--- config.mk ---
export PLATFORM = sky130hd
export DESIGN_NAME = blob_tracker_top
export DESIGN_NICKNAME = d
export VERILOG_FILES = /design/src/logic/video_pkg.sv /design/src/logic/track_pkg.sv /design/src/logic/raster_counter.sv /design/src/logic/pixel_grader.sv /design/src/logic/window_accum.sv /design/src/logic/peak_tracker.sv /design/src/logic/blob_tracker_top.sv
export SDC_FILE = /design/constraint.sdc
export NUM_CORES = 2
export LEC_CHECK = 0
export ABC_AREA = 0
export BUFFER_PORTS_ARGS = -buffer_cell sky130_fd_sc_hd__buf_2
export CAP_MARGIN = 30
export CORE_AREA = 2 2 369 371
export DETAILED_ROUTE_END_ITERATION = 10
export DIE_AREA = 0 0 371 373
export PLACE_DENSITY = 0.73
export SYNTH_ARGS = -nofsm -noshare
export SYNTH_HDL_FRONTEND = slang
export SYNTH_SLANG_ARGS = --single-unit
--- constraint.sdc ---
create_clock -name i_clk -period 155.8 [get_ports i_clk]
set_input_delay 7.79 -clock i_clk [delete_from_list [all_inputs] [get_ports i_clk]]
set_output_delay 7.79 -clock i_clk [all_outputs]
set_load 0.05 [all_outputs]
--- src/logic/video_pkg.sv ---
package video_pkg;

  // ==========================================================================
  // pixel stream types
  // ==========================================================================

  // one colour channel
  typedef logic [7:0] chan_t;

  // red in [23:16], green in [15:8], blue in [7:0]
  typedef logic [23:0] rgb_t;

  // ==========================================================================
  // raster types
  // ==========================================================================

  // column or row position, zero based
  typedef logic [9:0] coord_t;

  // blueness grade, only 0 or 2 occur
  typedef logic [1:0] grade_t;

endpackage

--- src/logic/track_pkg.sv ---
package track_pkg;

  // ==========================================================================
  // window grid types
  // ==========================================================================

  // grade sum of one window
  typedef logic [15:0] sum_t;

  // flat window index, row * GRID_N + col
  typedef logic [5:0] win_idx_t;

  // ==========================================================================
  // tracker FSM
  // ==========================================================================

  typedef enum logic {
    ST_COLLECT,
    ST_PUBLISH
  } tracker_state_t;

endpackage

--- src/logic/raster_counter.sv ---
`timescale 1ns/1ps

module raster_counter import video_pkg::*; #(
  parameter int FRAME_W = 640,
  parameter int FRAME_H = 480
) (
  input  logic   i_clk,
  input  logic   i_rst_n,
  input  logic   i_pixel_valid,
  output coord_t o_col,
  output coord_t o_row,
  output logic   o_frame_last
);

  coord_t col_q;
  coord_t row_q;
  logic   row_end;

  assign row_end = (col_q == coord_t'(FRAME_W - 1));

  // position of the pixel accepted at this edge
  assign o_col        = col_q;
  assign o_row        = row_q;
  assign o_frame_last = row_end && (row_q == coord_t'(FRAME_H - 1));

  always_ff @(posedge i_clk or negedge i_rst_n) begin
    if (!i_rst_n) begin
      col_q <= '0;
      row_q <= '0;
    end else if (i_pixel_valid) begin
      if (row_end) begin
        col_q <= '0;
        // wrap to the top after the last row
        row_q <= o_frame_last ? '0 : row_q + coord_t'(1);
      end else begin
        col_q <= col_q + coord_t'(1);
      end
    end
  end

endmodule

--- src/logic/pixel_grader.sv ---
`timescale 1ns/1ps

module pixel_grader import video_pkg::*; #(
  parameter int BLUE_THRESHOLD = 40
) (
  input  logic   i_clk,
  input  logic   i_rst_n,
  input  logic   i_pixel_valid,
  input  rgb_t   i_rgb,
  input  coord_t i_col,
  input  coord_t i_row,
  input  logic   i_frame_last,
  output grade_t o_grade,
  output logic   o_grade_valid,
  output coord_t o_col,
  output coord_t o_row,
  output logic   o_frame_last
);

  chan_t  red, green, blue;
  chan_t  b_r, b_g, b_min;
  grade_t grade;

  assign red   = i_rgb[23:16];
  assign green = i_rgb[15:8];
  assign blue  = i_rgb[7:0];

  // saturating differences, blue must dominate both
  assign b_r   = (blue > red) ? blue - red : '0;
  assign b_g   = (blue > green) ? blue - green : '0;
  assign b_min = (b_r < b_g) ? b_r : b_g;
  assign grade = (b_min > chan_t'(BLUE_THRESHOLD)) ? grade_t'(2) : grade_t'(0);

  always_ff @(posedge i_clk or negedge i_rst_n) begin
    if (!i_rst_n) o_grade_valid <= 1'b0;
    else          o_grade_valid <= i_pixel_valid;
  end

  // stage 1 payload, only meaningful with o_grade_valid
  always_ff @(posedge i_clk) begin
    if (i_pixel_valid) begin
      o_grade      <= grade;
      o_col        <= i_col;
      o_row        <= i_row;
      o_frame_last <= i_frame_last;
    end
  end

endmodule

--- src/logic/window_accum.sv ---
`timescale 1ns/1ps

module window_accum import video_pkg::*, track_pkg::*; #(
  parameter int WIN_SIZE = 32,
  parameter int GRID_N   = 7,
  parameter int ROW      = 0,
  parameter int COL      = 0
) (
  input  logic   i_clk,
  input  logic   i_rst_n,
  input  logic   i_clear,
  input  coord_t i_origin_h,
  input  coord_t i_origin_v,
  input  grade_t i_grade,
  input  logic   i_grade_valid,
  input  coord_t i_col,
  input  coord_t i_row,
  output sum_t   o_sum
);

  localparam int     STEP  = WIN_SIZE / 2;
  localparam coord_t OFF_H = coord_t'(COL * STEP);
  localparam coord_t OFF_V = coord_t'(ROW * STEP);

  coord_t start_h, start_v;
  logic   in_h, in_v;

  if (ROW >= GRID_N || COL >= GRID_N) begin : g_bad_pos
    $error("window position lies outside the grid");
  end

  // square of this window, relative to the grid origin
  assign start_h = i_origin_h + OFF_H;
  assign start_v = i_origin_v + OFF_V;

  // one extra bit so the end bound cannot wrap
  assign in_h = (i_col >= start_h) &&
                ({1'b0, i_col} < ({1'b0, start_h} + 11'(WIN_SIZE)));
  assign in_v = (i_row >= start_v) &&
                ({1'b0, i_row} < ({1'b0, start_v} + 11'(WIN_SIZE)));

  always_ff @(posedge i_clk or negedge i_rst_n) begin
    if (!i_rst_n) begin
      o_sum <= '0;
    end else if (i_clear) begin
      o_sum <= '0;
    end else if (i_grade_valid && in_h && in_v) begin
      o_sum <= o_sum + sum_t'(i_grade);
    end
  end

endmodule

--- src/logic/peak_tracker.sv ---
`timescale 1ns/1ps

module peak_tracker import video_pkg::*, track_pkg::*; #(
  parameter int FRAME_W  = 640,
  parameter int FRAME_H  = 480,
  parameter int WIN_SIZE = 32,
  parameter int GRID_N   = 7
) (
  input  logic   i_clk,
  input  logic   i_rst_n,
  input  logic   i_frame_done,
  input  sum_t   i_sums [GRID_N*GRID_N],
  output logic   o_clear,
  output coord_t o_origin_h,
  output coord_t o_origin_v,
  output coord_t o_point_h,
  output coord_t o_point_v,
  output logic   o_point_valid
);

  localparam int STEP  = WIN_SIZE / 2;
  localparam int SPAN  = (GRID_N - 1) * STEP + WIN_SIZE;
  localparam int NWIN  = GRID_N * GRID_N;
  // distance from the tracked point back to the grid origin
  localparam int LEAD  = ((GRID_N - 1) / 2) * STEP + WIN_SIZE / 2;
  localparam int MAX_H = FRAME_W - SPAN;
  localparam int MAX_V = FRAME_H - SPAN;

  tracker_state_t state;
  logic           done_q;
  win_idx_t       best_idx;
  sum_t           best_sum;
  coord_t         cand_h, cand_v;

  // ==========================================================================
  // grid origin, clamped so the whole grid stays in the frame
  // ==========================================================================

  function automatic coord_t clamp_origin(coord_t pt, int max_org);
    int org;
    org = int'(pt) - LEAD;
    if (org < 0)            org = 0;
    else if (org > max_org) org = max_org;
    return coord_t'(org);
  endfunction

  assign o_origin_h = clamp_origin(o_point_h, MAX_H);
  assign o_origin_v = clamp_origin(o_point_v, MAX_V);

  // ==========================================================================
  // arg-max over the window sums
  // ==========================================================================

  always_comb begin
    best_idx = '0;
    best_sum = i_sums[0];
    // strict compare keeps the lowest index on a tie
    for (int i = 1; i < NWIN; i++) begin
      if (i_sums[i] > best_sum) begin
        best_sum = i_sums[i];
        best_idx = win_idx_t'(i);
      end
    end
  end

  // centre of the winning window
  assign cand_h = coord_t'(int'(o_origin_h) + (int'(best_idx) % GRID_N) * STEP
                           + WIN_SIZE / 2);
  assign cand_v = coord_t'(int'(o_origin_v) + (int'(best_idx) / GRID_N) * STEP
                           + WIN_SIZE / 2);

  // ==========================================================================
  // FSM
  // ==========================================================================

  always_ff @(posedge i_clk or negedge i_rst_n) begin
    if (!i_rst_n) begin
      state         <= ST_COLLECT;
      done_q        <= 1'b0;
      o_point_h     <= coord_t'(FRAME_W / 2);
      o_point_v     <= coord_t'(FRAME_H / 2);
      o_point_valid <= 1'b0;
      o_clear       <= 1'b0;
    end else begin
      // sums hold the last pixel once done_q is seen
      done_q        <= i_frame_done;
      o_point_valid <= 1'b0;
      o_clear       <= 1'b0;
      case (state)
        ST_COLLECT: begin
          if (done_q) state <= ST_PUBLISH;
        end
        ST_PUBLISH: begin
          o_point_valid <= 1'b1;
          o_clear       <= 1'b1;
          // no blue anywhere keeps the old point
          if (best_sum != '0) begin
            o_point_h <= cand_h;
            o_point_v <= cand_v;
          end
          state <= ST_COLLECT;
        end
        default: state <= ST_COLLECT;
      endcase
    end
  end

endmodule

--- src/logic/blob_tracker_top.sv ---
`timescale 1ns/1ps

module blob_tracker_top import video_pkg::*, track_pkg::*; #(
  parameter int FRAME_W        = 640,
  parameter int FRAME_H        = 480,
  parameter int WIN_SIZE       = 32,
  parameter int GRID_N         = 7,
  parameter int BLUE_THRESHOLD = 40
) (
  input  logic   i_clk,
  input  logic   i_rst_n,
  input  logic   i_pixel_valid,
  input  rgb_t   i_rgb,
  output coord_t o_point_h,
  output coord_t o_point_v,
  output logic   o_point_valid
);

  // raster position of the accepted pixel
  coord_t raster_col, raster_row;
  logic   raster_last;

  // stage 1
  grade_t s1_grade;
  logic   s1_valid;
  coord_t s1_col, s1_row;
  logic   s1_last;
  logic   frame_done;

  // grid control and window results
  logic   win_clear;
  coord_t origin_h, origin_v;
  sum_t   win_sums [GRID_N*GRID_N];

  raster_counter #(
    .FRAME_W (FRAME_W),
    .FRAME_H (FRAME_H)
  ) u_raster (
    .i_clk         (i_clk),
    .i_rst_n       (i_rst_n),
    .i_pixel_valid (i_pixel_valid),
    .o_col         (raster_col),
    .o_row         (raster_row),
    .o_frame_last  (raster_last)
  );

  pixel_grader #(
    .BLUE_THRESHOLD (BLUE_THRESHOLD)
  ) u_grader (
    .i_clk         (i_clk),
    .i_rst_n       (i_rst_n),
    .i_pixel_valid (i_pixel_valid),
    .i_rgb         (i_rgb),
    .i_col         (raster_col),
    .i_row         (raster_row),
    .i_frame_last  (raster_last),
    .o_grade       (s1_grade),
    .o_grade_valid (s1_valid),
    .o_col         (s1_col),
    .o_row         (s1_row),
    .o_frame_last  (s1_last)
  );

  assign frame_done = s1_valid && s1_last;

  // GRID_N x GRID_N overlapping windows, half a window apart
  for (genvar gr = 0; gr < GRID_N; gr++) begin : g_row
    for (genvar gc = 0; gc < GRID_N; gc++) begin : g_col
      window_accum #(
        .WIN_SIZE (WIN_SIZE),
        .GRID_N   (GRID_N),
        .ROW      (gr),
        .COL      (gc)
      ) u_win (
        .i_clk         (i_clk),
        .i_rst_n       (i_rst_n),
        .i_clear       (win_clear),
        .i_origin_h    (origin_h),
        .i_origin_v    (origin_v),
        .i_grade       (s1_grade),
        .i_grade_valid (s1_valid),
        .i_col         (s1_col),
        .i_row         (s1_row),
        .o_sum         (win_sums[gr*GRID_N + gc])
      );
    end
  end

  peak_tracker #(
    .FRAME_W  (FRAME_W),
    .FRAME_H  (FRAME_H),
    .WIN_SIZE (WIN_SIZE),
    .GRID_N   (GRID_N)
  ) u_peak (
    .i_clk         (i_clk),
    .i_rst_n       (i_rst_n),
    .i_frame_done  (frame_done),
    .i_sums        (win_sums),
    .o_clear       (win_clear),
    .o_origin_h    (origin_h),
    .o_origin_v    (origin_v),
    .o_point_h     (o_point_h),
    .o_point_v     (o_point_v),
    .o_point_valid (o_point_valid)
  );

endmodule

==> metrics.txt <==
gr ovfl total=0; Slowest Stage Delay on Critical Path=roughly 930 ps; CTS sink count=around 800; CTS tree=done; outcome=completed; Synth Flop Type=dfrtp_1; worst hold path type=flip-flop to flip-flop; gr busiest metal=met2; Crit path max-delay family=compound AO/OA/AOI/OAI gates; Least-Margin Pin Slew=~1100 ps; DRC Markers=0; commonest non-fill, non-tap cell in the layout=nor2_1; Setup crit start kind=flip-flop; Die W=371 um; Cells after Synth=around 8,900; clk_lat worst skew=between 700 and 800 ps; Worst setup EP type=flip-flop; met2 usage=46.0%; vias per std cell=~6; Max clock buf depth=3; upper clock frequency limit=a little under 0.009 GHz; Area Growth Syn to Fin=7.42%; postcts setup bufs=0; post-synth top area share=about a quarter; TritonCTS Buffers=98; final hold vios=0; area leader, netlist=dfrtp_1; Ports=between 40 and 50; synth warn=0; Worst Path Class, Setup=flip-flop to flip-flop; TNS Setup=0 ps; most used cell along the critical path=a21oi_1; Period minus WS final=between 100,000 and 150,000 ps; pre-CTS setup slack=~43,000 ps; Via Count=approximately 63,000; vias in the first global route=between 60,000 and 70,000; antenna violations before repair=2; synthesized area per cell=a little over 8 um2; Max Transition Viols Final=0; wire per inst=about 18 um; Routed WL=between 150,000 and 200,000 um; Final Non-Filler Cells=~11,000; grt met3 use=under 10%; CP required=~160,000 ps; number of port buffers=47; core area=around 130,000 um2; GRT met1 Usage=36.7%; Slew headroom=around a quarter; final net count=a little under 10,000; Placed Instance Area=roughly 76,000 um2; Buf+Inv Stages, Crit Path=61; clk slew on worst S/H paths=about 60 ps; DP Cell Count=10,500; Root Driver=clkbuf_16; Critical-path top delay cell=a32oi_2; GRT Total Usage=approximately 28%; worst-path fanout max=30; FILL cells=roughly 12,000; first-pass GRT wire length=between 300,000 and 400,000 um; register area share after synthesis=a little over a quarter; placer congestion estimate=approximately 0.96; Routed Antenna Nets=0; full die area=roughly 140,000 um2; drt first pass iters=6; synthesized area=roughly 74,000 um2; #FFs+latches synth=between 800 and 900; number of cell rows=about 140; RSZ-0062 raised after global routing=false; Starting Density=54.6%; fin area=79,000 um2; H-Tree Depth=3; Clock Skews=28.2 ps; Hold Buf Count CTS=0; share of cells above drive strength 1=under 10%; post_cts resized=0; crit share post-route=roughly 73%; Async SR Flop Fraction=97.3%; Final HPWL DP=around 150,000 um; final setup fails=0; Yosys cell types=126; initial DRC count=4,210; largest net degree at the start of global routing=approximately 150; most frequent cells in the layout=nor2_1, ha_1, inv_1; CP arrival=approximately 110,000 ps; number of max-cap violations=0; EDFF count, synth=22; final setup margin=between 40,000 and 50,000 ps; synth top area cells=dfrtp_1, ha_1, nor2_1, inv_1, xor2_1; height of the die=roughly 370 um
[state kept, by name (all words and copies together) (netlist names)]
signal                   count
g_row.g_col.u_win.o_sum    735
u_grader.o_col              10
u_grader.o_row              10
u_peak.o_point_h            10
u_peak.o_point_v            10
u_raster.o_col              10
u_raster.o_row              10
u_grader.o_frame_last        1
u_grader.o_grade             1
u_grader.o_grade_valid       1
u_peak.done_q                1
u_peak.o_clear               1
u_peak.state                 1
[final timing paths]
kind	start	endpoint	slack [ps]	cells past startpoint
max in group asynchronous	i_rst_n	g_row[3].g_col[3].u_win.o_sum[3]$_DFFE_PN0N_	145690	4
max	g_row[0].g_col[1].u_win.o_sum[5]$_DFFE_PN0N_	u_peak.o_point_h[9]$_DFFE_PN0P_	42260	561
min	u_grader.o_frame_last$_DFFE_PP_	u_peak.done_q$_DFF_PN0_	470	1
min in group asynchronous	i_rst_n	g_row[0].g_col[0].u_win.o_sum[11]$_DFFE_PN0N_	7110	1
max reg2reg	g_row[0].g_col[1].u_win.o_sum[5]$_DFFE_PN0N_	u_peak.o_point_h[9]$_DFFE_PN0P_	42260	561
min reg2reg	u_grader.o_frame_last$_DFFE_PP_	u_peak.done_q$_DFF_PN0_	470	1
[cell families after synthesis]
group | share of synthesized area [%]
multiplexers | 7.50
buffers and inverters | 5.56
AO/OA/AOI/OAI | 14.4
flip-flops | 27.4
adder cells (fa/ha/maj) | 16.8
other | 0.00510
XOR/XNOR | 7.91
AND/OR/NAND/NOR | 20.4
[through the flow]
step           hold slack (ps)  util [%]
4_1_cts                    466      58.6
2_1_floorplan              375         -
3_5_place_dp               454      56.2
5_1_grt                    494      58.7
6_report                   466      58.7
3_3_place_gp               455      56.1
[per-layer routing]
| metal | vias to the layer above | share of wire (%) |
|---|---|---|
| met3 | 351 | 4.2 |
| li1 | 30900 | - |
| met2 | 1382 | 47 |
| met5 | - | 0 |
| met1 | 30300 | 45 |
| met4 | 0 | 3.4 |
[Yosys cell counts (14+ instances only)]
library cell     n
nor2_1        1073
o31a_1          19
or3_1          130
o21ai_0        483
mux2i_1        270
buf_4           17
and4_1          57
o22ai_1         14
xnor2_1        329
a21oi_1        571
or2_2           37
clkbuf_1       189
edfxtp_1        22
nand3_1        265
a21boi_0        15
and3_1         172
nand2b_1       105
nor3_1         105
a21o_1         228
o21a_1          37
nor4_1          24
o31ai_1         22
o21ai_1         42
dfrtp_1        773
xor2_1         335
mux2_2         241
o211ai_1        24
inv_1          815
a31oi_1         34
a211oi_1        24
and2_1          62
o21bai_1        15
nand2_1        654
ha_1           974
nand4_1        249
nor2b_1        131
[area by class of cell]
cell class | instances | area [um2] | share of cell area (%)
clock inverter | 37 | 470 | 0.596
antenna | 3 | 7.51 | 0.00950
timing repair buffer | 111 | 832 | 1.05
multi-input combinational | 7007 | 49400 | 62.6
inverter | 818 | 3070 | 3.89
sequential | 801 | 20200 | 25.5
clock buffer | 138 | 2790 | 3.54
tap | 1781 | 2230 | 2.82
Power is left out: the tool's default activity adds up to more than one toggle a clock period on the data nets, which glitch-free logic cannot reach.
